`config.mk`:
```
export PLATFORM = sky130hd
export DESIGN_NAME = id_stage
export DESIGN_NICKNAME = d
export VERILOG_FILES = /design/src/hdl/la32_isa_pkg.sv /design/src/hdl/decode_pkg.sv /design/src/hdl/decoder_1ri20.sv /design/src/hdl/decoder_2ri12.sv /design/src/hdl/decoder_3r.sv /design/src/hdl/id_stage.sv
export SDC_FILE = /design/constraint.sdc
export NUM_CORES = 1
export LEC_CHECK = 0
export BUFFER_PORTS_ARGS = -buffer_cell sky130_fd_sc_hd__buf_2
export CAP_MARGIN = 40
export CORE_UTILIZATION = 37
export DETAILED_ROUTE_END_ITERATION = 10
export HOLD_SLACK_MARGIN = 0.12
export PLACE_DENSITY_LB_ADDON = 0.12
export SLEW_MARGIN = 15
export SYNTH_ARGS = -nofsm -noshare
export SYNTH_HDL_FRONTEND = slang
export SYNTH_SLANG_ARGS = --single-unit
```
`constraint.sdc`:
```
create_clock -name clk -period 3.05 [get_ports clk]
set_input_delay 0.305 -clock clk [delete_from_list [all_inputs] [get_ports clk]]
set_output_delay 0.305 -clock clk [all_outputs]
set_load 0.1 [all_outputs]
```
`src/hdl/la32_isa_pkg.sv`:
```
`default_nettype none

package la32_isa_pkg;

    // Architectural widths
    localparam int INSTR_W   = 32;
    localparam int ADDR_W    = 32;
    localparam int DATA_W    = 32;
    localparam int GPR_NUM   = 32;
    localparam int REG_IDX_W = $clog2(GPR_NUM);

    typedef logic [INSTR_W-1:0]   instr_t;
    typedef logic [ADDR_W-1:0]    addr_t;
    typedef logic [DATA_W-1:0]    data_t;
    typedef logic [REG_IDX_W-1:0] reg_idx_t;

    // Register fields, same place in every format
    localparam int RD_LSB = 0;
    localparam int RJ_LSB = 5;
    localparam int RK_LSB = 10;   // 3R only

    // Immediate fields
    localparam int IMM12_LSB = 10;
    localparam int IMM12_W   = 12;
    localparam int IMM20_LSB = 5;
    localparam int IMM20_W   = 20;

    typedef logic [IMM12_W-1:0] imm12_t;
    typedef logic [IMM20_W-1:0] imm20_t;

    // Major opcode fields, all ending at bit 31
    localparam int OPC_2RI12_LSB = 22;
    localparam int OPC_2RI12_W   = 10;
    localparam int OPC_3R_LSB    = 15;
    localparam int OPC_3R_W      = 17;
    localparam int OPC_1RI20_LSB = 25;
    localparam int OPC_1RI20_W   = 7;

    typedef logic [OPC_2RI12_W-1:0] opc_2ri12_t;
    typedef logic [OPC_3R_W-1:0]    opc_3r_t;
    typedef logic [OPC_1RI20_W-1:0] opc_1ri20_t;

    // 2RI12 {opcode[10], imm[12], rj[5], rd[5]}
    localparam opc_2ri12_t OPC_2RI12_SLTI   = 10'h008;
    localparam opc_2ri12_t OPC_2RI12_SLTUI  = 10'h009;
    localparam opc_2ri12_t OPC_2RI12_ADDI_W = 10'h00a;
    localparam opc_2ri12_t OPC_2RI12_ANDI   = 10'h00d;
    localparam opc_2ri12_t OPC_2RI12_ORI    = 10'h00e;
    localparam opc_2ri12_t OPC_2RI12_XORI   = 10'h00f;
    localparam opc_2ri12_t OPC_2RI12_LD_B   = 10'h0a0;
    localparam opc_2ri12_t OPC_2RI12_LD_H   = 10'h0a1;
    localparam opc_2ri12_t OPC_2RI12_LD_W   = 10'h0a2;
    localparam opc_2ri12_t OPC_2RI12_ST_B   = 10'h0a4;
    localparam opc_2ri12_t OPC_2RI12_ST_H   = 10'h0a5;
    localparam opc_2ri12_t OPC_2RI12_ST_W   = 10'h0a6;
    localparam opc_2ri12_t OPC_2RI12_LD_BU  = 10'h0a8;
    localparam opc_2ri12_t OPC_2RI12_LD_HU  = 10'h0a9;
    localparam opc_2ri12_t OPC_2RI12_PRELD  = 10'h0ab;

    // 3R {opcode[17], rk[5], rj[5], rd[5]}
    localparam opc_3r_t OPC_3R_ADD_W = 17'h00020;
    localparam opc_3r_t OPC_3R_SUB_W = 17'h00022;
    localparam opc_3r_t OPC_3R_SLT   = 17'h00024;
    localparam opc_3r_t OPC_3R_SLTU  = 17'h00025;
    localparam opc_3r_t OPC_3R_NOR   = 17'h00028;
    localparam opc_3r_t OPC_3R_AND   = 17'h00029;
    localparam opc_3r_t OPC_3R_OR    = 17'h0002a;
    localparam opc_3r_t OPC_3R_XOR   = 17'h0002b;
    localparam opc_3r_t OPC_3R_SLL_W = 17'h0002e;
    localparam opc_3r_t OPC_3R_SRL_W = 17'h0002f;
    localparam opc_3r_t OPC_3R_SRA_W = 17'h00030;
    localparam opc_3r_t OPC_3R_MUL_W = 17'h00038;

    // 1RI20 {opcode[7], imm[20], rd[5]}
    localparam opc_1ri20_t OPC_1RI20_LU12I_W   = 7'h0a;
    localparam opc_1ri20_t OPC_1RI20_PCADDU12I = 7'h0e;

endpackage

`default_nettype wire

```
`src/hdl/decode_pkg.sv`:
```
`default_nettype none

package decode_pkg;

    import la32_isa_pkg::*;

    localparam int ALU_OP_W  = 8;
    localparam int ALU_SEL_W = 3;
    localparam int DEC_NUM   = 3;   // Format decoders in the stage

    typedef logic [ALU_OP_W-1:0]  alu_op_t;
    typedef logic [ALU_SEL_W-1:0] alu_sel_t;

    // ALU operation codes, NOP must stay all zero
    localparam alu_op_t ALU_OP_NOP       = 8'h00;
    localparam alu_op_t ALU_OP_ADD       = 8'h01;
    localparam alu_op_t ALU_OP_SUB       = 8'h02;
    localparam alu_op_t ALU_OP_SLT       = 8'h03;
    localparam alu_op_t ALU_OP_SLTU      = 8'h04;
    localparam alu_op_t ALU_OP_AND       = 8'h05;
    localparam alu_op_t ALU_OP_OR        = 8'h06;
    localparam alu_op_t ALU_OP_XOR       = 8'h07;
    localparam alu_op_t ALU_OP_NOR       = 8'h08;
    localparam alu_op_t ALU_OP_SLL       = 8'h09;
    localparam alu_op_t ALU_OP_SRL       = 8'h0a;
    localparam alu_op_t ALU_OP_SRA       = 8'h0b;
    localparam alu_op_t ALU_OP_MUL       = 8'h0c;
    localparam alu_op_t ALU_OP_LUI       = 8'h0d;
    localparam alu_op_t ALU_OP_PCADDU12I = 8'h0e;
    localparam alu_op_t ALU_OP_LD_B      = 8'h10;
    localparam alu_op_t ALU_OP_LD_H      = 8'h11;
    localparam alu_op_t ALU_OP_LD_W      = 8'h12;
    localparam alu_op_t ALU_OP_LD_BU     = 8'h13;
    localparam alu_op_t ALU_OP_LD_HU     = 8'h14;
    localparam alu_op_t ALU_OP_ST_B      = 8'h18;
    localparam alu_op_t ALU_OP_ST_H      = 8'h19;
    localparam alu_op_t ALU_OP_ST_W      = 8'h1a;

    // Result select
    localparam alu_sel_t ALU_SEL_NOP        = 3'd0;
    localparam alu_sel_t ALU_SEL_LOGIC      = 3'd1;
    localparam alu_sel_t ALU_SEL_SHIFT      = 3'd2;
    localparam alu_sel_t ALU_SEL_ARITH      = 3'd3;
    localparam alu_sel_t ALU_SEL_LOAD_STORE = 3'd4;

    // Instruction buffer entry
    typedef struct packed {
        addr_t  pc;
        instr_t instr;
    } instr_info_t;

    // Index 0 is rj, index 1 is rk or rd
    typedef struct packed {
        logic                hit;
        logic [1:0]          reg_read_valid;
        reg_idx_t [1:0]      reg_read_addr;
        logic                use_imm;
        data_t               imm;
        logic                reg_write_valid;
        reg_idx_t            reg_write_addr;
        alu_op_t             aluop;
        alu_sel_t            alusel;
    } decode_result_t;

    typedef struct packed {
        addr_t               pc;
        logic                illegal;
        logic [1:0]          reg_read_valid;
        reg_idx_t [1:0]      reg_read_addr;
        logic                use_imm;
        data_t               imm;
        logic                reg_write_valid;
        reg_idx_t            reg_write_addr;
        alu_op_t             aluop;
        alu_sel_t            alusel;
    } decoded_op_t;

endpackage

`default_nettype wire

```
`src/hdl/decoder_1ri20.sv`:
```
`timescale 1ns/1ps
`default_nettype none

// 1RI20 format {opcode[7], imm[20], rd[5]}
module decoder_1ri20
    import la32_isa_pkg::*;
    import decode_pkg::*;
(
    input  wire instr_t    instr_i,
    output decode_result_t result_o
);

    reg_idx_t   rd;
    imm20_t     imm20;
    opc_1ri20_t opcode;
    logic       is_lu12i;
    logic       is_pcaddu12i;

    assign rd     = instr_i[RD_LSB +: REG_IDX_W];
    assign imm20  = instr_i[IMM20_LSB +: IMM20_W];
    assign opcode = instr_i[OPC_1RI20_LSB +: OPC_1RI20_W];

    assign is_lu12i     = (opcode == OPC_1RI20_LU12I_W);
    assign is_pcaddu12i = (opcode == OPC_1RI20_PCADDU12I);

    always_comb begin
        result_o = '0;
        if (is_lu12i || is_pcaddu12i) begin
            result_o.hit             = 1'b1;
            result_o.use_imm         = 1'b1;
            result_o.imm             = {imm20, {(DATA_W-IMM20_W){1'b0}}};  // Upper 20 bits
            result_o.reg_write_valid = 1'b1;
            result_o.reg_write_addr  = rd;
            result_o.alusel          = ALU_SEL_ARITH;
            // pcaddu12i adds the PC later in the pipe
            result_o.aluop           = is_lu12i ? ALU_OP_LUI : ALU_OP_PCADDU12I;
        end
    end

endmodule

`default_nettype wire

```
`src/hdl/decoder_2ri12.sv`:
```
`timescale 1ns/1ps
`default_nettype none

// 2RI12 format {opcode[10], imm[12], rj[5], rd[5]}
module decoder_2ri12
    import la32_isa_pkg::*;
    import decode_pkg::*;
(
    input  wire instr_t    instr_i,
    output decode_result_t result_o
);

    reg_idx_t   rd;
    reg_idx_t   rj;
    imm12_t     imm12;
    opc_2ri12_t opcode;
    data_t      imm_sext;
    data_t      imm_zext;
    alu_op_t    aluop;
    alu_sel_t   alusel;
    logic       is_store;
    logic       is_preld;
    logic       is_zext;
    logic       is_imm_alu;
    logic       hit;

    assign rd     = instr_i[RD_LSB +: REG_IDX_W];
    assign rj     = instr_i[RJ_LSB +: REG_IDX_W];
    assign imm12  = instr_i[IMM12_LSB +: IMM12_W];
    assign opcode = instr_i[OPC_2RI12_LSB +: OPC_2RI12_W];

    assign imm_sext = {{(DATA_W-IMM12_W){imm12[IMM12_W-1]}}, imm12};
    assign imm_zext = {{(DATA_W-IMM12_W){1'b0}}, imm12};

    // Opcode to ALU operation
    always_comb begin
        aluop  = ALU_OP_NOP;
        alusel = ALU_SEL_NOP;
        case (opcode)
            OPC_2RI12_SLTI:   {aluop, alusel} = {ALU_OP_SLT, ALU_SEL_ARITH};
            OPC_2RI12_SLTUI:  {aluop, alusel} = {ALU_OP_SLTU, ALU_SEL_ARITH};
            OPC_2RI12_ADDI_W: {aluop, alusel} = {ALU_OP_ADD, ALU_SEL_ARITH};
            OPC_2RI12_ANDI:   {aluop, alusel} = {ALU_OP_AND, ALU_SEL_LOGIC};
            OPC_2RI12_ORI:    {aluop, alusel} = {ALU_OP_OR, ALU_SEL_LOGIC};
            OPC_2RI12_XORI:   {aluop, alusel} = {ALU_OP_XOR, ALU_SEL_LOGIC};
            OPC_2RI12_LD_B:   {aluop, alusel} = {ALU_OP_LD_B, ALU_SEL_LOAD_STORE};
            OPC_2RI12_LD_H:   {aluop, alusel} = {ALU_OP_LD_H, ALU_SEL_LOAD_STORE};
            OPC_2RI12_LD_W:   {aluop, alusel} = {ALU_OP_LD_W, ALU_SEL_LOAD_STORE};
            OPC_2RI12_LD_BU:  {aluop, alusel} = {ALU_OP_LD_BU, ALU_SEL_LOAD_STORE};
            OPC_2RI12_LD_HU:  {aluop, alusel} = {ALU_OP_LD_HU, ALU_SEL_LOAD_STORE};
            OPC_2RI12_ST_B:   {aluop, alusel} = {ALU_OP_ST_B, ALU_SEL_LOAD_STORE};
            OPC_2RI12_ST_H:   {aluop, alusel} = {ALU_OP_ST_H, ALU_SEL_LOAD_STORE};
            OPC_2RI12_ST_W:   {aluop, alusel} = {ALU_OP_ST_W, ALU_SEL_LOAD_STORE};
            default: ;        // preld stays NOP
        endcase
    end

    assign is_store   = opcode inside {OPC_2RI12_ST_B, OPC_2RI12_ST_H, OPC_2RI12_ST_W};
    assign is_preld   = (opcode == OPC_2RI12_PRELD);
    assign is_zext    = opcode inside {OPC_2RI12_ANDI, OPC_2RI12_ORI, OPC_2RI12_XORI};
    assign is_imm_alu = (alusel == ALU_SEL_ARITH) || (alusel == ALU_SEL_LOGIC);
    assign hit        = (alusel != ALU_SEL_NOP) || is_preld;

    always_comb begin
        result_o = '0;  // No hit, everything cleared
        if (hit) begin
            result_o.hit               = 1'b1;
            result_o.reg_read_valid[0] = 1'b1;  // rj is the base or operand
            result_o.reg_read_addr[0]  = rj;
            result_o.use_imm           = is_imm_alu;
            result_o.aluop             = aluop;
            result_o.alusel            = alusel;

            // Stores read rd as data, preld writes nothing
            if (is_store) begin
                result_o.reg_read_valid[1] = 1'b1;
                result_o.reg_read_addr[1]  = rd;
            end else if (!is_preld) begin
                result_o.reg_write_valid = 1'b1;
                result_o.reg_write_addr  = rd;
            end

            if (!is_preld) begin
                result_o.imm = is_zext ? imm_zext : imm_sext;
            end
        end
    end

endmodule

`default_nettype wire

```
`src/hdl/decoder_3r.sv`:
```
`timescale 1ns/1ps
`default_nettype none

// 3R format {opcode[17], rk[5], rj[5], rd[5]}
module decoder_3r
    import la32_isa_pkg::*;
    import decode_pkg::*;
(
    input  wire instr_t    instr_i,
    output decode_result_t result_o
);

    reg_idx_t rd;
    reg_idx_t rj;
    reg_idx_t rk;
    opc_3r_t  opcode;
    alu_op_t  aluop;
    alu_sel_t alusel;
    logic     hit;

    assign rd     = instr_i[RD_LSB +: REG_IDX_W];
    assign rj     = instr_i[RJ_LSB +: REG_IDX_W];
    assign rk     = instr_i[RK_LSB +: REG_IDX_W];
    assign opcode = instr_i[OPC_3R_LSB +: OPC_3R_W];

    always_comb begin
        aluop  = ALU_OP_NOP;
        alusel = ALU_SEL_NOP;
        case (opcode)
            // Arithmetic, mul.w goes through the same result path
            OPC_3R_ADD_W: {aluop, alusel} = {ALU_OP_ADD, ALU_SEL_ARITH};
            OPC_3R_SUB_W: {aluop, alusel} = {ALU_OP_SUB, ALU_SEL_ARITH};
            OPC_3R_SLT:   {aluop, alusel} = {ALU_OP_SLT, ALU_SEL_ARITH};
            OPC_3R_SLTU:  {aluop, alusel} = {ALU_OP_SLTU, ALU_SEL_ARITH};
            OPC_3R_MUL_W: {aluop, alusel} = {ALU_OP_MUL, ALU_SEL_ARITH};

            // Logic
            OPC_3R_NOR:   {aluop, alusel} = {ALU_OP_NOR, ALU_SEL_LOGIC};
            OPC_3R_AND:   {aluop, alusel} = {ALU_OP_AND, ALU_SEL_LOGIC};
            OPC_3R_OR:    {aluop, alusel} = {ALU_OP_OR, ALU_SEL_LOGIC};
            OPC_3R_XOR:   {aluop, alusel} = {ALU_OP_XOR, ALU_SEL_LOGIC};

            // Shifts by rk
            OPC_3R_SLL_W: {aluop, alusel} = {ALU_OP_SLL, ALU_SEL_SHIFT};
            OPC_3R_SRL_W: {aluop, alusel} = {ALU_OP_SRL, ALU_SEL_SHIFT};
            OPC_3R_SRA_W: {aluop, alusel} = {ALU_OP_SRA, ALU_SEL_SHIFT};
            default: ;
        endcase
    end

    assign hit = (alusel != ALU_SEL_NOP);

    always_comb begin
        result_o = '0;
        if (hit) begin
            result_o.hit             = 1'b1;
            result_o.reg_read_valid  = 2'b11;  // {rk, rj}
            result_o.reg_read_addr   = {rk, rj};
            result_o.reg_write_valid = 1'b1;
            result_o.reg_write_addr  = rd;
            result_o.aluop           = aluop;
            result_o.alusel          = alusel;
        end
    end

endmodule

`default_nettype wire

```
`src/hdl/id_stage.sv`:
```
`timescale 1ns/1ps
`default_nettype none

module id_stage
    import decode_pkg::*;
(
    input  wire logic        clk,
    input  wire logic        arst_n_i,

    input  wire logic        in_valid_i,
    output logic             in_ready_o,
    input  wire instr_info_t in_info_i,

    output logic             out_valid_o,
    input  wire logic        out_ready_i,
    output decoded_op_t      out_op_o
);

    decode_result_t               dec_res [DEC_NUM];
    decode_result_t               merged;
    logic                         any_hit;
    logic                         accept;
    decoded_op_t                  op_d;
    decoded_op_t                  out_op_q;
    logic                         out_valid_q;

    decoder_2ri12 u_dec_2ri12 (
        .instr_i  (in_info_i.instr),
        .result_o (dec_res[0])
    );

    decoder_3r u_dec_3r (
        .instr_i  (in_info_i.instr),
        .result_o (dec_res[1])
    );

    decoder_1ri20 u_dec_1ri20 (
        .instr_i  (in_info_i.instr),
        .result_o (dec_res[2])
    );

    // Opcodes are disjoint, so at most one decoder hits
    always_comb begin
        merged  = '0;
        any_hit = 1'b0;
        for (int i = 0; i < DEC_NUM; i++) begin
            merged  = merged | (dec_res[i] & {$bits(decode_result_t){dec_res[i].hit}});
            any_hit = any_hit | dec_res[i].hit;
        end
    end

    // Unknown word leaves merged all zero, so masks and codes read as NOP
    always_comb begin
        op_d.pc              = in_info_i.pc;
        op_d.illegal         = !any_hit;
        op_d.reg_read_valid  = merged.reg_read_valid;
        op_d.reg_read_addr   = merged.reg_read_addr;
        op_d.use_imm         = merged.use_imm;
        op_d.imm             = merged.imm;
        op_d.reg_write_valid = merged.reg_write_valid;
        op_d.reg_write_addr  = merged.reg_write_addr;
        op_d.aluop           = merged.aluop;
        op_d.alusel          = merged.alusel;
    end

    assign in_ready_o = !out_valid_q || out_ready_i;  // Empty or draining
    assign accept     = in_valid_i && in_ready_o;

    always_ff @(posedge clk or negedge arst_n_i) begin
        if (!arst_n_i) begin
            out_valid_q <= 1'b0;
        end else if (accept) begin
            out_valid_q <= 1'b1;
        end else if (out_ready_i) begin
            out_valid_q <= 1'b0;
        end
    end

    // Payload only moves on a transfer, holds while stalled
    always_ff @(posedge clk) begin
        if (accept) begin
            out_op_q <= op_d;
        end
    end

    assign out_valid_o = out_valid_q;
    assign out_op_o    = out_op_q;

endmodule

`default_nettype wire

```
# == Word level (Yosys, flattened, before mapping) ==
# Cells that the tools add are included.
# totals
mem_count,0
reg_bits,96
rom_bits,0
latch_bits,0
ramBits,0
# op_classes
n_eq_ne,31
add_sub_neg,0
muxes,18
div_mod_pow,0
shifts,0
multipliers,0
bitwise_logic,7
reduce_logical,18
order_cmp,0
# op_table
op,n
equality test 17 x 6 -> 1 bit (second input constant),12
AND 62 bit,2
OR 62 bit,2
equality test 10 x 8 -> 1 bit (second input constant),9
case mux 5 bit (14 select lines),1
two-way mux 32 bit,2
two-way mux 63 bit,1
AND 50 x 62 -> 62 bit,1
equality test 10 x 4 -> 1 bit (second input constant),6
two-way mux 50 bit,1
case mux 4 bit (12 select lines),1
two-way mux 17 bit,1
equality test 7 x 4 -> 1 bit (second input constant),2
two-way mux 13 bit,1
two-way mux 6 bit,2
nonzero test 3 bit,4
case mux 3 bit (3 select lines),1
OR reduction 3 bit,3
OR reduction 8 bit,1
case mux 2 bit (3 select lines),1
two-way mux 5 bit,1
OR reduction 5 bit,1
logical OR 1 bit,4
two-way mux 1 bit,4
other kinds (8),10

# == Logic depth before layout (Yosys ltp) ==
# Gate-level depths: netlist of run 1.
# logic_depth
word_depth,9
ltp_mapped,7
ltp_nobuf,5

# == Cells and area by module ==
# From an unflattened synthesis of run 1, not the netlist that was laid out.
# unflattened
hier_cells,542
area_unflattened_um2,6120.9
# modules_own_cells
module,n_inst,cells_each,area_per_inst_um2,seq_area_each_um2
id_stage,1,245,3947.5,2877.8
decoder_3r,1,127,963.4,0.0
decoder_2ri12,1,99,691.9,0.0
decoder_1ri20,1,71,518.0,0.0

# == Least setup slack after synthesis of run 1 ==
# No wires, ideal clock.
# synth_path
kind,flip-flop to flip-flop
startpoint,register out_valid_q (netlist: out_valid_o)
endpoint,"register out_op_q, in the netlist out_op_o[0] (enable)"
required_ps,2590
path_slack_ps,-1323
path_buffers,0
arrival_time_ps,3912
period_less_slack_ps,4373
path_stages_with_launch,3
setup_time_ps,460
cell_sequence,dfrtp_1 nand2b_1 and2_1
# synth_via
elab_chain_cells,3
# synth_rtl
item,line,text
"start, declared",id_stage.sv:25,logic out_valid_q;
"start signal, assigned",id_stage.sv:71,out_valid_q <= 1'b0;
"start signal, assigned",id_stage.sv:73,out_valid_q <= 1'b1;
"start signal, assigned",id_stage.sv:75,out_valid_q <= 1'b0;
zero test 1 bit,id_stage.sv:66,assign in_ready_o = !out_valid_q || out_ready_i;
logical OR 1 bit,id_stage.sv:66,
named net in_ready_o,id_stage.sv:11,"output logic in_ready_o,"
logical AND 1 bit,id_stage.sv:67,assign accept = in_valid_i && in_ready_o;
named net accept,id_stage.sv:22,logic accept;
"end signal, assigned",id_stage.sv:82,out_op_q <= op_d;
"end, declared",id_stage.sv:24,decoded_op_t out_op_q;
# The timed path passes the listed nets, and every way through them passes these cells.
# A chain may end at the register's enable or synchronous reset.

==> reports/metrics.csv, run 1 <==
stage,metric,value,unit
synth,synthesis_warning_total,0,
clocking,worstSkewPairLatency,350,ps
clocking,number_of_clock_sinks,93,
route,initialDrtViolationCount,154,
global_route,antenna_violations_before_repair,0,
timing,fmax,474,MHz
timing,fin_worst_skew,6.74,ps
global_route,first_pass_grt_wire_length,15100,µm
finish,fin_util,52.5,%
power,power,3.05,mW
timing,setup-violations-final,0,
clocking,clk_pin_slew_worst_paths,80,ps
global_route,grt_overflow,0,
timing,finalHoldViolations,0,
worst_setup_path,cp.required,3260,ps
finish,most_frequent_cells_in_the_layout,"sky130_fd_sc_hd__buf_2, sky130_fd_sc_hd__edfxtp_1, sky130_fd_sc_hd__dlygate4sd3_1",
worst_setup_path,timing.critical_path.fanout_max,13,
route,dr_total_vias,3008,
floorplan,fp.coreArea,0.0104,mm²
clocking,post_cts_resized,0,
clocking,clockRootBuffer,sky130_fd_sc_hd__clkbuf_8,
floorplan,fp.dieW,105,µm
worst_setup_path,worst_ep_arrival_time,2320,ps
synth,yosysSeqAreaShare,70.4,%
route,first_pass_iters,4,
route,postRouteAntennaNets,0,
timing,timing_worst_slew_pin_value,726,ps
finish,antennaDiodeCount,0,
synth,synth-seq-cells,93,
timing,layout_min_cycle_time,2110,ps
timing,grt_setup_unrepaired,no,
synth,number_of_enable_type_register_cells_in_the_synthesized_netlist,92,
route,total_drc_errors_in_the_routed_layout,0,
flow_run,max_cap_viol_count,0,
placement,placed_cell_area,0.00492,mm²
power,ratio_of_total_power_to_cell_area,561,mW/mm²
clocking,post_cts.repair.setup_buffers,0,
synth,synthesis.instances,274,
route,detail_route.wl_per_cell,16.2,µm
worst_setup_path,worstSetupEndpointType,register,
clocking,cts-htree-levels,3,
finish,stdcell_area,0.00544,mm²
timing,final.period_utilization,69.2,%
timing,slew_violations,0,
floorplan,num_rows,37,
placement,hpwlAfterDp,6910,µm
synth,syn_avg_cell_area,14.5,µm²
global_route,grtUsageTotal,18.0,%
finish,layout-drive-gt1-share,42.2,%
floorplan,top_level_ports,165,
floorplan,die_area,0.0111,mm²
power,p_leak,2.44,nW
synth,synthFlopType,sky130_fd_sc_hd__edfxtp_1,
hold_path,min_delay_worst_type,input pin to register,
clocking,clock_tree_from_tritoncts,done,
route,totalWireLength,9830,µm
clocking,ctsLongestPathBuffers,2,
worst_setup_path,timing.setup.critical_path_class,input pin to register,
timing,worst_slew_margin_relative_to_its_limit,51.3,%
clocking,post_cts_hold_buffer_count,30,
worst_setup_path,critical_path.startpoint_type,input pin,
synth,syn_area,0.00396,mm²
finish,area_delta_synth_final,37.4,%
clocking,cts-buffers-inserted,9,
timing,totalNegativeSetupSlack,0,ps
route,via_per_inst,4.95,
outcome,run_status,"complete, no violations",
global_route,grt_start_max_net_pins,37,
placement,port_buffers,161,
finish,final_common_cell,sky130_fd_sc_hd__buf_2,
global_route,first_global_vias,2910,
synth,synth.distinct_cells,52,
placement,gp_congestion,0.754,
timing,worst_hold_slack,149,ps
synth,async_reset_ff_share,1.08,%
floorplan,initial_utilization,38.2,%
power,ir_drop,229,µV
floorplan,dieHeight,105,µm
finish,finalNetCount,535,
[cell families (layout without fill, tap and decap cells)]
group           Yosys count  count (layout)  synth area share (%)
flops                    93              93                  70.4
buf+inv                  30             226                  3.54
compound gates           61              61                  11.9
mux                       1               1                 0.284
other cells               1               3                0.0946
xor+xnor                  2               2                 0.442
simple gates             86              86                  13.4
[cells in the mapped netlist (2+ instances only)]
library cell               count  area share (%)
sky130_fd_sc_hd__edfxtp_1     92              70
sky130_fd_sc_hd__a21o_1       20             3.8
sky130_fd_sc_hd__and2_1       14             2.2
sky130_fd_sc_hd__nor2b_1      12             1.9
sky130_fd_sc_hd__clkbuf_1     11             1.0
sky130_fd_sc_hd__inv_1         9            0.85
sky130_fd_sc_hd__nand3_1       9             1.1
sky130_fd_sc_hd__nor2_1        9            0.85
sky130_fd_sc_hd__nand2b_1      8             1.3
sky130_fd_sc_hd__a21oi_1       6            0.76
sky130_fd_sc_hd__a31oi_1       6            0.95
sky130_fd_sc_hd__nand2_1       6            0.57
sky130_fd_sc_hd__nand4_1       6            0.95
sky130_fd_sc_hd__a22o_1        5             1.1
sky130_fd_sc_hd__and3_1        5            0.79
sky130_fd_sc_hd__buf_4         5            0.95
sky130_fd_sc_hd__o21ai_0       5            0.63
sky130_fd_sc_hd__o211ai_1      4            0.76
sky130_fd_sc_hd__buf_1         3            0.28
sky130_fd_sc_hd__nor4b_1       3            0.66
sky130_fd_sc_hd__or2_2         3            0.47
sky130_fd_sc_hd__nor3_1        2            0.25
sky130_fd_sc_hd__xnor2_1       2            0.44
[state kept, by name, summed over array words and instances, names as in the netlist]
register and count:
out_op_o 92, out_valid_o 1
[per-layer routing]
| layer | GRT usage, % | share of wire [%] |
|---|---|---|
| met5 | 0 | 0 |
| met4 | 6.84 | 2.0 |
| met3 | 5.38 | 8.4 |
| met2 | 28.5 | 47 |
| met1 | 23.2 | 43 |
[worst max-delay path: stages]
cell and delay [ps]:
sky130_fd_sc_hd__buf_2 180, sky130_fd_sc_hd__nor4b_1 630, sky130_fd_sc_hd__o2111ai_1 290, sky130_fd_sc_hd__a31oi_1 600
sky130_fd_sc_hd__a21oi_2 160, sky130_fd_sc_hd__nor2b_1 150
[power by group]
part	total, mW	switching, mW	internal, mW	leakage, nW
logic	0.691	0.567	0.124	1.41
clock network	0.881	0.430	0.451	0.113
registers	1.48	0.0136	1.47	0.917
[final timing paths]
kind	start	endpoint	slack, ps	cells after the start
max reg2reg	out_valid_o	out_op_o[84]	1360	3
min reg2reg	out_valid_o	out_valid_o	560	2
min	in_info_i[47]	out_op_o[78]	150	1
max	in_info_i[22]	out_op_o[50]	940	6
min in group asynchronous	arst_n_i	out_valid_o	240	2
max in group asynchronous	arst_n_i	out_valid_o	2730	2
[layout make-up]
| cell class | count | area [µm²] |
|---|---|---|
| inverter | 9 | 33.8 |
| tap | 136 | 170 |
| fill | 920 | 4930 |
| multi-input combinational | 153 | 1050 |
| sequential | 93 | 2790 |
| clock buffer | 12 | 165 |
| clock inverter | 4 | 52.6 |
| timing repair buffer | 201 | 1180 |
[stage by stage]
stage          std cells  setup WS (ps)
6_report             608            940
5_1_grt              608            721
4_1_cts              607            913
3_5_place_dp         561            537
3_3_place_gp         561            622
2_1_floorplan        276            129
Note: power is estimated with default switching activity, not from simulation.
==> inputs of run 2 (changes only) <==
- ABC_AREA: default -> 1
- clock period: 3.05 -> 2.1 ns (I/O delays scaled with it)
==> run 2 against run 1 <==
- register-to-register slack worse by 720 ps
- clock power is 99% higher
- clock-buffer cell count is 3 lower
- sequential power is 46% higher
- synthesized cell count is 56% higher
==> reports/metrics.csv, run 2 <==
stage,metric,value,unit
timing,fin_worst_skew,3.74,ps
worst_setup_path,critical_path.cell_chain,buf_2 > inv_1 > nor2_1 > nand2_1 > inv_1 > nand4_1 > nand2_1 > nor2_1 > nand3_2 > nor2_2 > nor2_1,
global_route,first_global_vias,3505,
power,power.net_switching,1.57,mW
clocking,cts-buffers-inserted,9,
timing,final.period_utilization,79.1,%
power,p_leak,2.88,nW
power,internal_power,3.36,mW
worst_setup_path,cp.required,2190,ps
route,totalWireLength,11600,µm
finish,final_common_cell,sky130_fd_sc_hd__buf_2,
clocking,worstSkewPairLatency,340,ps
worst_setup_path,timing.reg2reg.setup_slack,640,ps
synth,synth_area_leaders,"sky130_fd_sc_hd__edfxtp_1, sky130_fd_sc_hd__nand2_1, sky130_fd_sc_hd__nand3_1, sky130_fd_sc_hd__nor2_1, sky130_fd_sc_hd__inv_1",
power,share_clk_of_total_power,35.5,%
route,first_pass_iters,4,
finish,layout-drive-gt1-share,33.9,%
floorplan,top_level_ports,165,
worst_setup_path,cpMostUsedCell,sky130_fd_sc_hd__nor2_1,
worst_setup_path,worstSetupEndpointType,register,
route,total_drc_errors_in_the_routed_layout,0,
timing,fmax,602,MHz
timing,setup-violations-final,0,
global_route,grt_overflow,0,
floorplan,dieHeight,110,µm
synth,post_synth_most_frequent_cells,"sky130_fd_sc_hd__nand2_1, sky130_fd_sc_hd__edfxtp_1, sky130_fd_sc_hd__nor2_1, sky130_fd_sc_hd__nand3_1, sky130_fd_sc_hd__inv_1",
finish,multi_input_area,0.00132,mm²
route,postRouteAntennaNets,0,
timing,worst_slew_margin_relative_to_its_limit,66.1,%
synth,yosys.area.top_type,sky130_fd_sc_hd__edfxtp_1,
global_route,antenna_violations_before_repair,0,
timing,timing_worst_slew_pin_value,512,ps
synth,yosysSeqAreaShare,64.2,%
synth,syn_area,0.00434,mm²
floorplan,fp.dieW,110,µm
floorplan,fp.coreArea,0.0114,mm²
worst_setup_path,timing.critical_path.fanout_max,13,
worst_setup_path,reg2reg_to,out_op_o[47],
outcome,run_status,"complete, no violations",
clocking,post_cts_hold_buffer_count,34,
hold_path,min_delay_worst_type,input pin to register,
clocking,clockRootBuffer,sky130_fd_sc_hd__clkbuf_16,
clocking,ctsLongestPathBuffers,2,
synth,syn_avg_cell_area,10.2,µm²
timing,grt_setup_unrepaired,no,
power,power.share.sequential,43.8,%
synth,synth.most_common_cell,sky130_fd_sc_hd__nand2_1,
route,dr_total_vias,3697,
finish,finalNetCount,697,
synth,synthFlopType,sky130_fd_sc_hd__edfxtp_1,
floorplan,initial_utilization,38.0,%
timing,slew_violations,0,
placement,gp_congestion,0.812,
clocking,post_cts.repair.setup_buffers,0,
worst_setup_path,timing.setup.critical_path_class,input pin to register,
timing,layout_min_cycle_time,1660,ps
floorplan,num_rows,39,
worst_setup_path,slowest_stage,sky130_fd_sc_hd__nand2_1,
power,netSwitchingFraction,31.9,%
worst_setup_path,number_of_cells_on_the_worst_reg_to_reg_path,2,
finish,num-fill-cells,1102,
route,via_per_inst,4.76,
hold_path,hold_depth,3,
clocking,post_cts_resized,0,
placement,hpwlAfterDp,8250,µm
timing,finalHoldViolations,0,
worst_setup_path,worst_ep_arrival_time,1750,ps
global_route,first_pass_grt_wire_length,17300,µm
clocking,cts-htree-levels,3,
finish,largest_register_ff_count,92,
worst_setup_path,setup.worst_path.start,in_info_i[20],
synth,synth.distinct_cells,32,
synth,synth-seq-cells,93,
global_route,grt_start_max_net_pins,93,
synth,number_of_enable_type_register_cells_in_the_synthesized_netlist,92,
flow_run,max_cap_viol_count,0,
timing,totalNegativeSetupSlack,0,ps
route,detail_route.wl_per_cell,14.9,µm
worst_setup_path,worstSetupEndpoint,out_op_o[50],
finish,layout.area.seq,0.00279,mm²
worst_setup_path,cp_slowest_stage_delay,300,ps
clocking,number_of_clock_sinks,93,
placement,placed_cell_area,0.00535,mm²
worst_setup_path,critical_path.startpoint_type,input pin,
route,initialDrtViolationCount,198,
worst_setup_path,worstReg2RegStart,out_valid_o,
finish,area_delta_synth_final,38.3,%
synth,synthesis.instances,427,
clocking,clk_pin_slew_worst_paths,60,ps
placement,port_buffers,161,
global_route,grtUsageTotal,19.1,%
power,ratio_of_total_power_to_cell_area,821,mW/mm²
power,ir_drop,434,µV
synth,async_reset_ff_share,1.08,%
synth,synthesis_warning_total,0,
finish,most_frequent_cells_in_the_layout,"sky130_fd_sc_hd__buf_2, sky130_fd_sc_hd__nand2_1, sky130_fd_sc_hd__edfxtp_1",
finish,antennaDiodeCount,0,
floorplan,die_area,0.0122,mm²
power,p_comb_share,20.7,%
clocking,clock_tree_from_tritoncts,done,
finish,stdcell_area,0.00601,mm²
synth,synth_top_area_share,63.6,%
==> run 2: cell count changes after synthesis, sizes merged, moves of 12 or more <==
cell   change
nand2    +119
nor2      +51
nand3     +33
inv       +32
a21o      -20
nor3      +15
and2      -14
nor2b     -12
==> run 2: worst min path at each step <==
stage                       from           end  slack [ps]
floorplan               arst_n_i   out_valid_o         -90
global placement        arst_n_i   out_valid_o         -10
detailed placement      arst_n_i   out_valid_o         -10
CTS                 in_info_i[5]  out_op_o[29]         150
global route        in_info_i[5]  out_op_o[29]         150
finish              in_info_i[5]  out_op_o[29]         160
==> run 2: stage by stage <==
step                cells  power (mW)  util (%)  setup WS [ps]  hold WS (ps)
finish                777        4.93      52.6            439           155
global placement      727        3.17      46.8            164         -14.4
floorplan             429        2.97         -           -560         -85.6
detailed placement    727        3.17      46.8            103         -12.5
global route          777        5.09      52.6            232           151
CTS                   777        4.97      52.6            455           147
==> run 2: critical path: cells and delay by family <==
kind / cells / cell delay [ps]
and+or+nand+nor: 8 / 1200
buffers and inverters: 3 / 360
==> run 2: cell families (layout without fill, tap and decap cells) <==
family | Yosys count | count (layout) | share of synthesized area, %
and+or+nand+nor | 263 | 263 | 27.9
DFF | 93 | 93 | 64.2
buffers and inverters | 57 | 262 | 6.08
AOI/OAI and AO/OA | 13 | 13 | 1.76
other | 1 | 3 | 0.0864
==> run 2: area by class of cell <==
type                    count  share of cell area [%]
flip-flops and latches     93                    46.5
multi-input cells         279                    21.9
repair buffers            205                    20.8
clock buffers               9                    3.75
well taps                 143                    2.98
inverters                  41                    2.56
clock inverters             7                    1.58
==> run 2: power groups by stage <==
stage                     clock network, mW  registers (mW)  logic (mW)
after floorplan                           0            2.81       0.156
after global placement                    0            2.20       0.971
after detailed placement                  0            2.20       0.973
after CTS                              1.79            2.16        1.02
after global routing                   1.86            2.17        1.06
final                                  1.75            2.16        1.02
==> run 2: metal layers <==
| metal | vias to the layer above | global-route usage [%] | share of wire, % |
|---|---|---|---|
| met4 | 0 | 6.20 | 1.2 |
| li1 | 1841 | - | - |
| met3 | 9 | 3.59 | 6.0 |
| met1 | 1731 | 24.1 | 43 |
| met2 | 116 | 33.1 | 49 |
| met5 | - | 0 | 0 |
==> inputs of run 3 (changes only) <==
- ABC_AREA: 1 -> 0
- clock period: 2.1 -> 1.58 ns (I/O delays scaled with it)
==> run 3 against run 2 <==
- the flow now finishes with violations (negative setup slack)
- global-route usage rose by 0.20 points
- total power rose by 17%
- cell count fell by 11%
- register-to-register slack got worse by 370 ps
- critical endpoint is now out_op_o[11]
- clock-buffer cell count rose by 1
- largest cell class unchanged
- first-iteration DRC count fell by 30%
- wire length fell by 9.7%
- die area fell by 8.6%
- utilization rose by 7.6 points
==> reports/metrics.csv, run 3 (synthesized netlist as in run 1, its figures left out) <==
stage,metric,value,unit
floorplan,dieHeight,105,µm
placement,gp_congestion,0.848,
route,total_drc_errors_in_the_routed_layout,0,
floorplan,num_rows,37,
power,share_clk_of_total_power,24.3,%
timing,worst_slew_margin_relative_to_its_limit,65.9,%
worst_setup_path,cp.required,1700,ps
global_route,grt_overflow,0,
worst_setup_path,worstSetupEndpoint,out_op_o[11],
outcome,run_status,"finished, violations left",
route,totalWireLength,10400,µm
worst_setup_path,timing.setup.critical_path_class,input pin to register,
placement,hpwlAfterDp,7630,µm
finish,layout-drive-gt1-share,48.7,%
timing,worst_hold_slack,216,ps
timing,final.period_utilization,102,%
clocking,clockRootBuffer,sky130_fd_sc_hd__clkbuf_8,
flow_run,max_cap_viol_count,0,
finish,fin_util,60.2,%
floorplan,initial_utilization,38.2,%
timing,timing_worst_slew_pin_value,514,ps
finish,num-fill-cells,852,
global_route,first_pass_grt_wire_length,16600,µm
worst_setup_path,setup.worst_path.start,in_info_i[30],
power,power.share.sequential,49.6,%
worst_setup_path,cp_slowest_stage_delay,550,ps
finish,finalNetCount,622,
route,first_pass_iters,4,
timing,fmax,622,MHz
route,postRouteAntennaNets,0,
finish,largest_register_ff_count,92,
timing,layout_min_cycle_time,1610,ps
power,power.net_switching,1.99,mW
timing,finalHoldViolations,0,
route,initialDrtViolationCount,138,
floorplan,top_level_ports,165,
clocking,clk_pin_slew_worst_paths,90,ps
worst_setup_path,worst_ep_arrival_time,1720,ps
route,via_per_inst,4.75,
worst_setup_path,timing.critical_path.fanout_max,6,
worst_setup_path,reg2reg_to,out_op_o[47],
power,ratio_of_total_power_to_cell_area,924,mW/mm²
floorplan,fp.coreArea,0.0104,mm²
worst_setup_path,critical_path_buf_inv_count,2,
clocking,worstSkewPairLatency,350,ps
power,p_leak,2.86,nW
worst_setup_path,timing.reg2reg.setup_slack,270,ps
floorplan,die_area,0.0111,mm²
worst_setup_path,worstSetupEndpointType,register,
worst_setup_path,cpLargestDelayFamily,simple AND/OR/NAND/NOR gates,
global_route,antenna_violations_before_repair,0,
power,p_comb_share,26.1,%
global_route,first_global_vias,3323,
timing,fin_worst_skew,4.57,ps
route,dr_total_vias,3300,
route,detail_route.wl_per_cell,15.0,µm
clocking,clock_tree_from_tritoncts,done,
global_route,grt_start_max_net_pins,27,
clocking,number_of_clock_sinks,93,
global_route,grtUsageTotal,19.3,%
placement,dpl_worst_slack,-425,ps
power,internal_power,3.78,mW
placement,port_buffers,161,
clocking,cts-htree-levels,3,
finish,antennaDiodeCount,0,
worst_setup_path,critical_path.startpoint_type,input pin,
timing,totalNegativeSetupSlack,-134,ps
worst_setup_path,worstSetupPathDepth,7,
clocking,cts-buffers-inserted,9,
timing,post-route-worst-setup-slack,-28.6,ps
hold_path,min_delay_worst_type,input pin to register,
worst_setup_path,number_of_cells_on_the_worst_reg_to_reg_path,3,
finish,most_frequent_cells_in_the_layout,"sky130_fd_sc_hd__buf_2, sky130_fd_sc_hd__edfxtp_1, sky130_fd_sc_hd__buf_4",
finish,area_delta_synth_final,57.5,%
power,ir_drop,445,µV
worst_setup_path,slowest_stage,sky130_fd_sc_hd__or4_4,
finish,final_common_cell,sky130_fd_sc_hd__buf_2,
clocking,ctsLongestPathBuffers,2,
timing,setup-violations-final,6,
power,netSwitchingFraction,34.4,%
timing,grt_setup_unrepaired,yes,
floorplan,fp.dieW,105,µm
worst_setup_path,worstReg2RegStart,out_valid_o,
timing,slew_violations,0,
worst_setup_path,critical_path.cell_chain,buf_6 > or4_4 > nor3_4 > nand3_2 > a2111oi_4 > buf_4 > nor2b_1,
outcome,failing_checks,negative setup slack,
-- run 3: changes by cell type in the layout (fill, tap and decap cells not counted), moves of 13 or more --
cell / delta
sky130_fd_sc_hd__nor2_1: -43
sky130_fd_sc_hd__buf_4: +60
sky130_fd_sc_hd__and2_1: +13
sky130_fd_sc_hd__inv_1: -29
sky130_fd_sc_hd__nand3_1: -32
sky130_fd_sc_hd__nand2_1: -116
sky130_fd_sc_hd__a21o_1: +20
sky130_fd_sc_hd__dlygate4sd3_1: +17
-- run 3: power by group through the flow --
stage	clock [mW]	combinational [mW]	sequential [mW]
CTS	1.47	1.51	2.86
finish	1.40	1.51	2.86
global route	1.55	1.57	2.87
floorplan	0	0.227	3.73
detailed placement	0	1.41	2.92
global placement	0	1.40	2.91
-- run 3: layout make-up --
| class | count | area [µm²] | share of cell area, % |
|---|---|---|---|
| multi-input cells | 153 | 1110 | 17.7 |
| flip-flops and latches | 93 | 2790 | 44.7 |
| well taps | 136 | 170 | 2.73 |
| repair buffers | 288 | 1980 | 31.7 |
| clock buffers | 10 | 128 | 2.04 |
| inverters | 9 | 33.8 | 0.541 |
| clock inverters | 6 | 36.3 | 0.581 |
-- run 3: how the worst min path moves through the flow --
stage / depth (start not counted) / from / slack [ps] / to
final: 3 / in_info_i[20] / 220 / out_op_o[44]
after global placement: 1 / arst_n_i / -70 / out_valid_o
after CTS: 3 / in_info_i[20] / 200 / out_op_o[44]
after floorplan: 0 / arst_n_i / -140 / out_valid_o
after detailed placement: 1 / arst_n_i / -60 / out_valid_o
after global routing: 3 / in_info_i[20] / 230 / out_op_o[44]
-- run 3: through the flow --
| step | power, mW | cells | instance area (µm²) |
|---|---|---|---|
| floorplan | 3.96 | 276 | 4040 |
| global placement | 4.31 | 624 | 5520 |
| detailed placement | 4.32 | 624 | 5520 |
| CTS | 5.84 | 693 | 6220 |
| global route | 5.98 | 695 | 6240 |
| finish | 5.77 | 695 | 6240 |
-- run 3: routing by layer --
layer	up-vias	share of wire, %	GRT usage, %
li1	1599	-	-
met1	1559	42	23.4
met2	127	50	33.2
met3	15	5.8	3.96
met4	0	1.8	8.65
met5	-	0	0
-- run 3: tightest hold or removal path: stages --
cell and delay, ps:
sky130_fd_sc_hd__buf_2 110, sky130_fd_sc_hd__buf_4 100, sky130_fd_sc_hd__a21o_1 90
-- run 3: what timing repair did --
action / in CTS / in global routing
resized for setup: 1 / 3
endpoints found under the setup margin: 26 / 38
hold buffers: 51 / 0
endpoints found under the hold margin: 64 / 0
pin swaps: 1 / 2
setup buffers: 2 / 2
